==> src/chanPkg.sv <==
package chanPkg;

  // Channel buffer RAM geometry
  localparam int chBufDepth = 128;
  localparam int chBufAddrW = $clog2(chBufDepth);

  typedef logic [chBufAddrW-1:0] chBufAddrT;

  // CCW buffer geometry
  localparam int ccwDepth = 4;
  localparam int ccwAddrW = $clog2(ccwDepth);

  typedef logic [ccwAddrW-1:0] ccwAddrT;

endpackage

==> src/mboxPkg.sv <==
package mboxPkg;

  // Word geometry of the memory box
  localparam int wordW = 36;
  localparam int halfW = wordW / 2;
  localparam int mbSlots = 4;

  // Width of a configuration register write
  localparam int cfgDataW = 8;

  typedef logic [0:wordW-1] wordT;
  typedef logic [$clog2(mbSlots)-1:0] mbSlotT;

  // Datapath operations, one per cycle
  typedef enum logic [2:0] {
    OpNone       = 3'd0,
    OpLoadMb     = 3'd1,
    OpChBufWrite = 3'd2,
    OpChBufRead  = 3'd3,
    OpChRegLoad  = 3'd4,
    OpCcwWrite   = 3'd5
  } mbOpE;

  // Memory buffer load sources
  typedef enum logic [2:0] {
    SrcCache  = 3'd0,
    SrcAr     = 3'd1,
    SrcMem    = 3'd2,
    SrcCcwMix = 3'd3,
    SrcChBuf  = 3'd4
  } mbSrcE;

  // Memory-to-cache sources
  typedef enum logic [1:0] {
    MtcAr    = 2'd0,
    MtcMb    = 2'd1,
    MtcMem   = 2'd2,
    MtcChReg = 2'd3
  } memToCacheE;

  // Configuration register map
  typedef enum logic [2:0] {
    CfgMbSel    = 3'd0,
    CfgMtcSel   = 3'd1,
    CfgMtcEn    = 3'd2,
    CfgPaging   = 3'd3,
    CfgChBufSrc = 3'd4,
    CfgMixSel   = 3'd5,
    CfgCcwAddr  = 3'd6
  } cfgRegE;

endpackage

==> src/mbCfgRegs.sv <==
`timescale 1ns/1ns

module mbCfgRegs
  import mboxPkg::*;
  import chanPkg::*;
(
  input  logic                clk,
  input  logic                rstN,
  input  logic                cfgWrEn,
  input  cfgRegE              cfgAddr,
  input  logic [cfgDataW-1:0] cfgData,
  output mbSlotT              mbSel,
  output memToCacheE          mtcSel,
  output logic                mtcEn,
  output logic                pagingMode,
  output logic                chBufMbSrc,
  output logic                mixMbSel,
  output ccwAddrT             ccwAddr
);

  // Each steering field takes the low bits of the write data
  always_ff @(posedge clk) begin
    if (!rstN) begin
      mbSel      <= '0;
      mtcSel     <= MtcAr;
      mtcEn      <= 1'b0;
      pagingMode <= 1'b0;
      chBufMbSrc <= 1'b0;
      mixMbSel   <= 1'b0;
      ccwAddr    <= '0;
    end else if (cfgWrEn) begin
      case (cfgAddr)
        CfgMbSel: begin
          mbSel <= cfgData[$bits(mbSlotT)-1:0];
        end
        CfgMtcSel: begin
          mtcSel <= memToCacheE'(cfgData[$bits(memToCacheE)-1:0]);
        end
        CfgMtcEn: begin
          mtcEn <= cfgData[0];
        end
        CfgPaging: begin
          pagingMode <= cfgData[0];
        end
        CfgChBufSrc: begin
          chBufMbSrc <= cfgData[0];
        end
        CfgMixSel: begin
          mixMbSel <= cfgData[0];
        end
        CfgCcwAddr: begin
          ccwAddr <= cfgData[$bits(ccwAddrT)-1:0];
        end
        // Unmapped address, write dropped
        default: begin
        end
      endcase
    end
  end

  // A write needs a clean address or a random field gets hit
  cfgAddrKnown: assert property (
    @(posedge clk) disable iff (!rstN)
    cfgWrEn |-> !$isunknown(cfgAddr)
  ) else $error("cfgAddr unknown during configuration write");

endmodule

==> config.mk <==
export PLATFORM = sky130hd
export DESIGN_NAME = mbCfgRegs
export DESIGN_NICKNAME = d
export VERILOG_FILES = /design/src/chanPkg.sv /design/src/mboxPkg.sv /design/src/mbCfgRegs.sv
export SDC_FILE = /design/constraint.sdc
export NUM_CORES = 1
export LEC_CHECK = 0
export ABC_AREA = 1
export BUFFER_PORTS_ARGS = -buffer_cell sky130_fd_sc_hd__buf_2
export CORE_AREA = 2 2 39 41
export CTS_CLUSTER_SIZE = 30
export DETAILED_ROUTE_END_ITERATION = 7
export DIE_AREA = 0 0 41 43
export SETUP_SLACK_MARGIN = 0.3
export SLEW_MARGIN = 0
export SYNTH_ARGS = -nofsm -noshare
export SYNTH_HDL_FRONTEND = slang
export SYNTH_SLANG_ARGS = --single-unit
==> constraint.sdc <==
create_clock -name clk -period 0.8 [get_ports clk]
set_input_delay 0.08 -clock clk [delete_from_list [all_inputs] [get_ports clk]]
set_output_delay 0.08 -clock clk [all_outputs]
set_load 0.03 [all_outputs]
# [Word level (Yosys, flattened, before mapping)]
# Cells that the tools add are included.
[totals] ff_bits=10 latchBits=0 mem_bits_rw=0 romBits=0 input_bits=14 output_inout_bits=10 wordCells=21 memories=0
[classes] add_sub_neg=0 n_mul=0 div=0 n_lt_le_gt_ge=0 n_eq_ne=6 n_shift=0 muxes=0 bitwise=0 n_reduce_logical=8
[ops] operator="2-bit AND reduction" count=7
[ops] operator="3-bit == test, second input constant" count=3
[ops] operator="3-bit by 2-bit == test with 1-bit output, second input constant" count=2
[ops] operator="3-bit by 1-bit == test with 1-bit output, second input constant" count=1
[ops] operator="3-bit zero test" count=1

# [Depth between registers and ports, before layout]
[depth] ltp_word=2 depth_mapped=5 mapped_depth_nobuf=5

# [Worst setup path before layout]
# No wires, ideal clock.
[synth_timing] path_type="register -> register" start="register, netlist name ccwAddr[0]" end="register ccwAddr[0]" setup_ns=0.064 arrival_time_ns=0.648 required_time_ns=0.736 path_slack_ns=0.088 path_stages_with_launch=3 path_buffers=0 period_less_slack_ns=0.712 path_cell_list="dfxtp_1 > nor2_1 > nor2_1"
[synth_rtl] element="end signal, assigned" line="mbCfgRegs.sv:52" source="ccwAddr <= cfgData[$bits(ccwAddrT)-1:0];"
[synth_rtl] element="end, declared" line="mbCfgRegs.sv:18" source="output ccwAddrT ccwAddr"

# [Worst setup path after layout]
[layout_timing] start="register ccwAddr[0]" end="output port ccwAddr[0]"
# No word-level cell between the ends.

==> results.cfg <==
[grt]
grt_pass1_wl_um = 1990
grt_max_degree = 11
antenna_found_initial = 0
grt_pass1_vias = 509
grt-ovfl-total = 0
grt_usage = 0.165

[final_layout]
final_nets = 111
final_util = 0.552
drive_gt1_frac = 0.490
diodes = 0
fin_area_sq_um = 763
areaGrowthSynthToFinish_pct = 63.1
final-instance-count-excl-fill = 112

[drt]
vias = 510
wirelength_met1_um = 502
routed.top_layer = met3
routed_wl_um = 1060
drt-initial-drc-count = 10
wl_met3_um = 44
met2_wirelength_um = 509
wire_per_inst_um = 9.44
via_per_inst = 4.55
firstDrtPassIters = 4
drc = 0
ant_nets = 0

[yosys]
synth_compound_area_frac = 0.0428
yosys.area.top_type = dfxtp_1
synth_edf_count = 0
synthTopCellsByArea = dfxtp_1 43%, nor2_1 16%, nand2_1 13%
synth_nets = 86
yosysMostFrequentCell = nor2_1
ys_top_cells_by_count = 20 x nor2_1, 16 x nand2_1, 10 x dfxtp_1, 10 x nand3_1, 5 x inv_1
synth-xor-area-share = 0
avgSynthCellArea_sq_um = 6.50
syn-instance-count = 72
synth.area.mux_share = 0
synth-seq-cells = 10
synth_top_family_by_area = simple AND/OR/NAND/NOR gates
synth_ff_type = dfxtp_1
synthDistinctLibCells = 11
async_flop_share = 0
syn_area_sq_um = 468
synth-simple-area-share = 0.457
seq_area_frac_synth = 0.428
synthAdderAreaFrac = 0
yosys_warnings = 0
synth_top_area_share = 0.428

[sta]
setup_violations = 10
finalMaxSlewViolations = 0
period_share = 1.03
final_hold_viol_count = 0
worst_slack_ns = -0.0200
relSlewSlack = 0.848
worst_pin_slew_ns = 0.227
fmax_mhz = 1220
fin_crit_ns = 0.820
rsz0062_at_grt = yes
skew_ns = 0
fin_tns_setup_ns = -0.177

[floorplan]
coreArea_sq_um = 1380
die-area_sq_um = 1760
std_cell_rows = 14
die_w_um = 41
start_util = 0.338
die_h_um = 43
io_pins = 24

[clock_tree]
cts_tree = done
cts.sink_count = 10
clk_pin_slew_worst_paths_ns = 0.07
clk_latency_ns = 0.26
h-tree-depth = 1
clock_path_buffers = 2
numCtsBuffers = 3
root_buffer = clkbuf_4

[run]
cap_violations = 0

[min_path]
worst_hold_path_type = primary input to flip-flop

[placed_design]
placed_cell_area_sq_um = 629
pre_cts_ws_ns = 0.0215
port-buffer-count = 17
gp_congestion = 0.816
place_hpwl_um = 784
dp_cells = 104

[pwr]
p_leak_nw = 0.359
ir_worst_vdd_uv = 866
power.density_nw_per_um2 = 1430

[worst_setup_path]
path_delay_family = flip-flops
crit_chain = buf_6
worst_path_largest_cell_delay_ns = 0.35
endpoint_kind = output port
crit_slowest_cell = dfxtp_4
crit_fanout = 2
required_ns = 0.72
path_class = flip-flop to output port
critPathLaunchType = flip-flop
crit_buf_inv = 1
cp.arrival_ns = 0.74

[status]
violations = negative setup slack
status = finished with violations
[power breakdown]
part	switching, mW	internal, mW
clock network	0.179	0.180
logic	0.134	0.0913
registers	0.0128	0.494
total	0.326	0.765
[worst paths after layout]
path / endpoint / start / cells past startpoint / slack, ns
setup / recovery: ccwAddr[0] / ccwAddr[0]$_SDFFE_PN0P_ / 1 / -0.02
setup reg to reg: pagingMode$_SDFFE_PN0P_ / pagingMode$_SDFFE_PN0P_ / 3 / 0.10
hold / removal: ccwAddr[1]$_SDFFE_PN0P_ / rstN / 3 / 0.12
hold reg to reg: ccwAddr[1]$_SDFFE_PN0P_ / ccwAddr[1]$_SDFFE_PN0P_ / 2 / 0.48
[cell type report]
cell class	instances	area [sq um]
fill	129	621
multi-input combinational	53	264
sequential	10	238
timing repair buffer	21	185
inverter	8	30.0
clock buffer	3	22.5
tap	16	20.0
clock inverter	1	3.75
[logic make-up (layout without fill, tap and decap cells)]
kind of cell | after synthesis | count (layout)
flops | 10 | 10
buf+inv | 9 | 33
simple gates | 49 | 49
compound gates | 4 | 4
[stage by stage]
| stage | power, mW | hold WS (ns) |
|---|---|---|
| floorplan | 0.645 | 0.277 |
| global placement | 0.702 | 0.397 |
| detailed placement | 0.705 | 0.400 |
| CTS | 1.11 | 0.114 |
| global route | 1.17 | 0.129 |
| finish | 1.09 | 0.119 |
[metal layers]
metal  global-route usage  vias up
li1                     -      273
met1                0.195      227
met2                0.259       10
met3               0.0628        0
met4               0.0600        0
met5                    0        -
[cell usage in the layout, fill, tap and decap left out]
cell and instances:
buf_4 2, nor2_2 4, clkinv_1 2, nand2_1 16, nor2_4 3, nand3_1 10, inv_1 5, inv_2 2
clkbuf_4 3, nor2_1 16, buf_6 12, a21oi_2 4, buf_2 7, dfxtp_4 10
[flip-flops by register name, summed over array words and instances, names as in the netlist]
register and count:
mtcEn 1, mixMbSel 1, mtcSel 2, ccwAddr 2, mbSel 2, chBufMbSrc 1
pagingMode 1
[timing repair]
item                                    4_1_cts  5_1_grt
endpoints found under the setup margin       20       20
gates cloned                                  0        0
pin swaps                                     1        2
resized for setup                            21        4
hold buffers                                  0        0
buffers inserted                              4        0
(Power assumes the default switching activity.)
