`src/mboxPkg.sv`:
```
package mboxPkg;

  // Word geometry of the memory box
  localparam int wordW = 36;
  localparam int halfW = wordW / 2;
  localparam int mbSlots = 4;

  // Width of a configuration register write
  localparam int cfgDataW = 8;

  typedef logic [0:wordW-1] wordT;
  typedef logic [$clog2(mbSlots)-1:0] mbSlotT;

  // Datapath operations, one per cycle
  typedef enum logic [2:0] {
    OpNone       = 3'd0,
    OpLoadMb     = 3'd1,
    OpChBufWrite = 3'd2,
    OpChBufRead  = 3'd3,
    OpChRegLoad  = 3'd4,
    OpCcwWrite   = 3'd5
  } mbOpE;

  // Memory buffer load sources
  typedef enum logic [2:0] {
    SrcCache  = 3'd0,
    SrcAr     = 3'd1,
    SrcMem    = 3'd2,
    SrcCcwMix = 3'd3,
    SrcChBuf  = 3'd4
  } mbSrcE;

  // Memory-to-cache sources
  typedef enum logic [1:0] {
    MtcAr    = 2'd0,
    MtcMb    = 2'd1,
    MtcMem   = 2'd2,
    MtcChReg = 2'd3
  } memToCacheE;

  // Configuration register map
  typedef enum logic [2:0] {
    CfgMbSel    = 3'd0,
    CfgMtcSel   = 3'd1,
    CfgMtcEn    = 3'd2,
    CfgPaging   = 3'd3,
    CfgChBufSrc = 3'd4,
    CfgMixSel   = 3'd5,
    CfgCcwAddr  = 3'd6
  } cfgRegE;

endpackage

```
`src/memBufBank.sv`:
```
`timescale 1ns/1ns

module memBufBank
  import mboxPkg::*;
(
  input  logic       clk,
  input  logic       rstN,
  input  mbOpE       op,
  input  mbSlotT     opSlot,
  input  mbSrcE      opSrc,
  input  logic       nxm,
  input  wordT       arData,
  input  wordT       cacheData,
  input  wordT       memData,
  input  wordT       chBufOut,
  input  wordT       chReg,
  input  wordT       ccwMix,
  input  mbSlotT     mbSel,
  input  memToCacheE mtcSel,
  input  logic       mtcEn,
  input  logic       pagingMode,
  output wordT       mbWord,
  output logic       mbParOdd,
  output wordT       memToCache,
  output wordT       ptIn
);

  // The four memory buffer words
  wordT mbWords [mbSlots];
  wordT mbIn;
  logic mbLoad;

  // Non-existent memory blocks every buffer load
  assign mbLoad = (op == OpLoadMb) && !nxm;

  // Load source mux
  always_comb begin
    case (opSrc)
      SrcCache:  mbIn = cacheData;
      SrcAr:     mbIn = arData;
      SrcMem:    mbIn = memData;
      SrcCcwMix: mbIn = ccwMix;
      SrcChBuf:  mbIn = chBufOut;
      default:   mbIn = '0;
    endcase
  end

  always_ff @(posedge clk) begin
    if (!rstN) begin
      mbWords <= '{default: '0};
    end else if (mbLoad) begin
      mbWords[opSlot] <= mbIn;
    end
  end

  // Slot selector drives the shared buffer word
  assign mbWord = mbWords[mbSel];

  assign mbParOdd = ^mbWord;

  // Page table sees AR unless paging mode steers it to the buffer
  assign ptIn = pagingMode ? mbWord : arData;

  always_comb begin
    if (mtcEn) begin
      case (mtcSel)
        MtcAr:    memToCache = arData;
        MtcMb:    memToCache = mbWord;
        MtcMem:   memToCache = memData;
        MtcChReg: memToCache = chReg;
        default:  memToCache = '0;
      endcase
    end else begin
      memToCache = '0;
    end
  end

  // The control side must pick a real source when it loads a slot
  loadSrcDefined: assert property (
    @(posedge clk) disable iff (!rstN)
    (op == OpLoadMb) |->
      (opSrc inside {SrcCache, SrcAr, SrcMem, SrcCcwMix, SrcChBuf})
  ) else $error("undefined memory buffer source on load");

endmodule

```
`config.mk`:
```
export PLATFORM = sky130hd
export DESIGN_NAME = memBufBank
export DESIGN_NICKNAME = d
export VERILOG_FILES = /design/src/mboxPkg.sv /design/src/memBufBank.sv
export SDC_FILE = /design/constraint.sdc
export NUM_CORES = 1
export LEC_CHECK = 0
export BUFFER_PORTS_ARGS = -buffer_cell sky130_fd_sc_hd__buf_2
export CORE_AREA = 5 5 148 150
export DETAILED_ROUTE_END_ITERATION = 16
export DIE_AREA = 0 0 153 155
export PLACE_DENSITY = 0.77
export SYNTH_ARGS = -nofsm -noshare
export SYNTH_HDL_FRONTEND = slang
export SYNTH_SLANG_ARGS = --single-unit
export TNS_END_PERCENT = 30
```
`constraint.sdc`:
```
create_clock -name clk -period 2.1 [get_ports clk]
set_input_delay 0.21 -clock clk [delete_from_list [all_inputs] [get_ports clk]]
set_output_delay 0.21 -clock clk [all_outputs]
set_load 0.02 [all_outputs]
```
; ---- After elaboration in Yosys (flattened, before gate mapping)
; Cells that the tools add are included.
[totals]
out_inout_bits = 109
elab_cells = 33
regBits = 144
in_bits = 233
[classes]
reduce_logical = 6
bitwise = 2
muxes = 10
n_eq_ne = 8
n_lt_le_gt_ge = 3
[op_table]
columns = cell, n
row1 = $mux W36, 5
row2 = $pmux W36 S5, 1
row3 = $bwmux W144, 1
row4 = $pmux W36 S4, 1
row5 = $bmux W36 S2, 1
row6 = $demux W36 S2, 1
row7 = $reduce_xor A36 Y1, 1
row8 = $eq A3 B1 Y1 const B, 2
row9 = $eq A3 B2 Y1 const B, 2
row10 = $ge A3 B3 Y1 const B, 2
row11 = $not A2 Y3, 2
row12 = $eq A2 B2 Y1 const B, 2
row13 = $eq A3 B3 Y1 const B, 1
row14 = $logic_not A3 Y1, 1
row15 = $lt A3 B1 Y1 const B, 1
row16 = $eq A2 B1 Y1 const B, 1
row17 = $logic_and A1 B1 Y1, 2
row18 = $logic_not A2 Y1, 1
row19 = $logic_not A1 Y1, 1

; ---- Longest topological paths before layout
[logic_depth]
depth_word = 6
depth_mapped = 9
mapped_depth_nobuf = 6

; ---- Least setup slack after synthesis
; No wires, ideal clock.
[synth_path]
path_type = input to output
startpoint = input port mbSel[1]
endpoint = output port mbParOdd
n_path_buf = 1
path_stages = 7
t_required_ns = 1.890
setup_slack_ns = -0.520
arrival_ns = 2.410
cell_sequence = buf_6 > mux4_1 > xor2_1 > xnor2_1 > xnor2_2 > xnor3_1 > xnor2_1
[synth_between]
elab_chain_cells = 5
[synth_lines]
columns = item, line
row1 = start: declaration, memBufBank.sv:18  ; input mbSlotT mbSel,
row2 = $not A2 Y3 (implied by the code), memBufBank.sv:57  ; assign mbWord = mbWords[mbSel];
row3 = $bmux W36 S2, memBufBank.sv:57
row4 = $mux W36 (implied by the code) (2 in series), memBufBank.sv:57
row5 = named net mbWord[24], memBufBank.sv:22  ; output wordT mbWord,
row6 = $reduce_xor A36 Y1, memBufBank.sv:59  ; assign mbParOdd = ^mbWord;
row7 = end: declaration, memBufBank.sv:23  ; output logic mbParOdd,
; The timed path passes the listed nets, and every way through them passes these cells. The select of a mux whose other input is x is not followed.

; ---- Worst setup path after layout
[layout_path]
startpoint = register mbWords[23] (netlist name)
endpoint = output port mbParOdd
[layout_between]
elab_chain_cells = 4
[layout_lines]
columns = item, line
row1 = start: declaration, memBufBank.sv:29  ; wordT mbWords [mbSlots];
row2 = start signal: indexed assignment, memBufBank.sv:52  ; mbWords[opSlot] <= mbIn;
row3 = $bmux W36 S2, memBufBank.sv:57
row4 = $mux W36 (implied by the code) (2 in series), memBufBank.sv:57
row5 = $reduce_xor A36 Y1, memBufBank.sv:59
; Every way passes these cells. The select of a mux whose other input is x is not followed.

==> flow_summary.yaml <==
place:
  placed_area_um2: 11550
  hpwlAfterDp_um: 22560
  place_congestion: 0.9883
  pre_cts_ws_ps: -659.5
  port-buffer-count: 341
power:
  comb_power_share: 0.211
  power_w: 0.007523
  swShare: 0.2554
  power_density_nw_per_um2: 592.3
  seq_power_share: 0.371
  power_switching_w: 0.001922
  p_leak_nw: 7.171
  p_clk_frac: 0.418
  power.internal_w: 0.005601
  peakVddDrop_v: 0.0005783
min_path:
  worstHoldEndpoint: "mbWords[1]"
  whs_path_depth: 4
  worstHoldPathType: "input pin to register"
  hold_start: "cacheData[1]"
finish:
  final_area_um2: 12700
  largest_reg_flops: 144
  diodes: 0
  regArea_um2: 2917
  multi_input_area_um2: 5779
  reg.largest.list: "mbWords x144"
  area_growth_pct: 41.87
  largest-register: "mbWords"
  num-nets-final: 1467
  final_layout_size_suffix_gt1_frac: 0.5209
  fillers: 1650
synth:
  synthTopCellsByArea: "dfxtp_1, o211a_1, mux4_2"
  synth.avg_cell_area_um2: 10.46
  synth_area_leader_cell: "dfxtp_1"
  ys_types: 29
  synth_cells: 856
  yosysWarnings: 0
  synth_nets: 1089
  yosysTopAreaCellShare: 0.3220
  syn_area_um2: 8954
  yosysSeqAreaShare: 0.3220
  synth_seq_cells: 144
setup_path:
  critPathLaunchType: "register"
  reg2reg_depth: 2
  reg2reg_from: "mbWords[24]"
  required_ps: 1890
  rrSetupSlack_ps: 1340
  crit_chain: "mux4_2 -> xnor2_2 -> xnor2_1 -> xnor2_1 -> xnor3_1 -> xnor2_2 -> buf_6"
  slowest_stage: "mux4_2"
  r2r_end: "mbWords[24]"
  slowest_delay_ps: 530
  endpoint_kind: "primary output"
  cp.arrival_ps: 2570
  worstSetupPathType: "register to primary output"
  crit_fanout: 2
run_status:
  violations: "negative setup slack"
  outcome: "finished with violations"
floorplanning:
  die-area_um2: 23720
  start_util: 0.4355
  die_y_um: 155
  coreArea_um2: 20560
  fp.dieW_um: 153
  io-pin-count: 342
  core.rowCount: 53
detailed_routing:
  drt_iter0_markers: 532
  post_drt_wl_per_cell_um: 20.44
  routed_via_density: 5.756
  vias: 8755
  drc_errors: 0
  routed_wl_um: 31090
  final_antenna_net_count: 0
  firstDrtPassIters: 5
sta:
  setup-violations-final: 42
  rsz0062_at_grt: "yes"
  hold_viol_final: 0
  finalCritPeriodShare: 1.324
  period_minus_slack_ps: 2781
  tightestPinTransition_ps: 794.3
  setup_ws_ps: -680.7
  maxSlewViolCount: 0
  holdWs_ps: 232.7
  fin_skew_ps: 0
  relSlewSlack: 0.4681
  fmax_mhz: 359.6
clock_tree:
  cts_tree: "built"
  ctsHoldBuffers: 0
  htreeDepth: 4
  clockBufferDepth: 2
  clockRootBuffer: "clkbuf_16"
  cts_buffers: 17
  clk_latency_ps: 410
  clk_pin_slew_ps: 60
  numClockSinks: 144
global_routing:
  grt_usage: 0.2507
  grt_max_degree: 73
  antenna_found_initial: 0
  grt_pass1_wl_um: 47780
  grt_pass1_vias: 8927
  grt_overflow: 0
job:
  maxCapViolCount: 0
-- power groups by stage --
stage	combinational, W	clock [W]	sequential, W
after floorplan	0.000838	0	0.00284
after global placement	0.00145	0	0.00284
after detailed placement	0.00147	0	0.00285
after CTS	0.00155	0.00318	0.00279
after global routing	0.00169	0.00332	0.00279
final	0.00159	0.00315	0.00279
-- synth_stat cells, drive strengths merged --
library cell and count:
o21ai 35, a31oi 1, a22oi 1, nor2 4, a221oi 35, xnor3 1
and2 36, o22a 1, o211a 144, nor3 1, dfxtp 144, xor2 4
nor3b 3, mux2 37, mux4 72, buf 17, xnor2 29, clkbuf 70
inv 1, mux2i 35, and3 1, nor4b 1, nand2 183
-- layout make-up --
type | count | share of cell area
flip-flops and latches | 144 | 0.2296
clock inverters | 11 | 0.01281
clock buffers | 20 | 0.03595
inverters | 1 | 0.0002955
well taps | 275 | 0.02709
repair buffers | 446 | 0.2393
multi-input cells | 624 | 0.4550
-- how the worst max path moves through the flow --
stage                     cells after the start        start        to  slack [ps]
after detailed placement                      9     mbSel[0]  mbParOdd        -660
after global routing                          7  mbWords[28]  mbParOdd        -800
after global placement                        9     mbSel[0]  mbParOdd        -600
after CTS                                     7  mbWords[30]  mbParOdd        -700
final                                         7  mbWords[23]  mbParOdd        -680
after floorplan                               8     mbSel[1]  mbParOdd        -330
-- per-stage QoR --
| step | util | TNS [ps] | cells |
|---|---|---|---|
| after floorplan | - | -969.5 | 856 |
| after global routing | 0.6179 | -11990 | 1521 |
| after CTS | 0.6094 | -10360 | 1516 |
| final | 0.6179 | -9505 | 1521 |
| after detailed placement | 0.5617 | -12110 | 1476 |
| after global placement | 0.5617 | -9959 | 1476 |
-- cells in the final DEF, fill, tap and decap left out, types with 9 or more instances in the layout --
cell type | synthesis | layout
o211a_1 | 144 | 144
mux4_2 | 58 | 72
xnor2_2 | 4 | 9
and2_1 | 36 | 15
and2_4 | 0 | 21
xnor2_1 | 25 | 20
dfxtp_1 | 144 | 117
nand2_1 | 183 | 183
buf_6 | 1 | 61
mux2i_1 | 35 | 35
buf_12 | 1 | 18
a221oi_1 | 35 | 35
o21ai_0 | 35 | 35
clkbuf_16 | 0 | 17
buf_2 | 3 | 315
buf_4 | 4 | 51
mux2_2 | 37 | 35
dfxtp_2 | 0 | 27
-- metal layers --
metal | global-route usage | up-vias | routed length, µm | share of wire
li1 | - | 4017 | - | -
met4 | 0.05812 | 0 | 455 | 0.015
met2 | 0.4443 | 361 | 15750 | 0.51
met3 | 0.04868 | 35 | 2105 | 0.068
met1 | 0.3182 | 4342 | 12780 | 0.41
met5 | 0 | - | 0 | 0
-- critical path: cells and delay by family, from the launching register on --
kind                      cells  cell delay [ps]
xor gates and xnor gates      5             1150
buffers and inverters         1              140
DFF                           1              330
muxes                         1              530
-- timing repair --
action / CTS / global route
gates cloned: 1 / 0
resized for setup: 85 / 59
pin swaps: 8 / 0
endpoints found under the setup margin: 49 / 44
buffers inserted: 10 / 11
-- logic make-up (layout without fill, tap and decap cells) --
group	after synthesis	after routing	synth area share
mux	144	144	0.2726
buf+inv	88	478	0.04164
flops	144	144	0.3220
compound gates	217	217	0.2173
simple gates	229	229	0.1083
xor+xnor	34	34	0.03815
No activity file was read; power rests on OpenSTA's default activity.
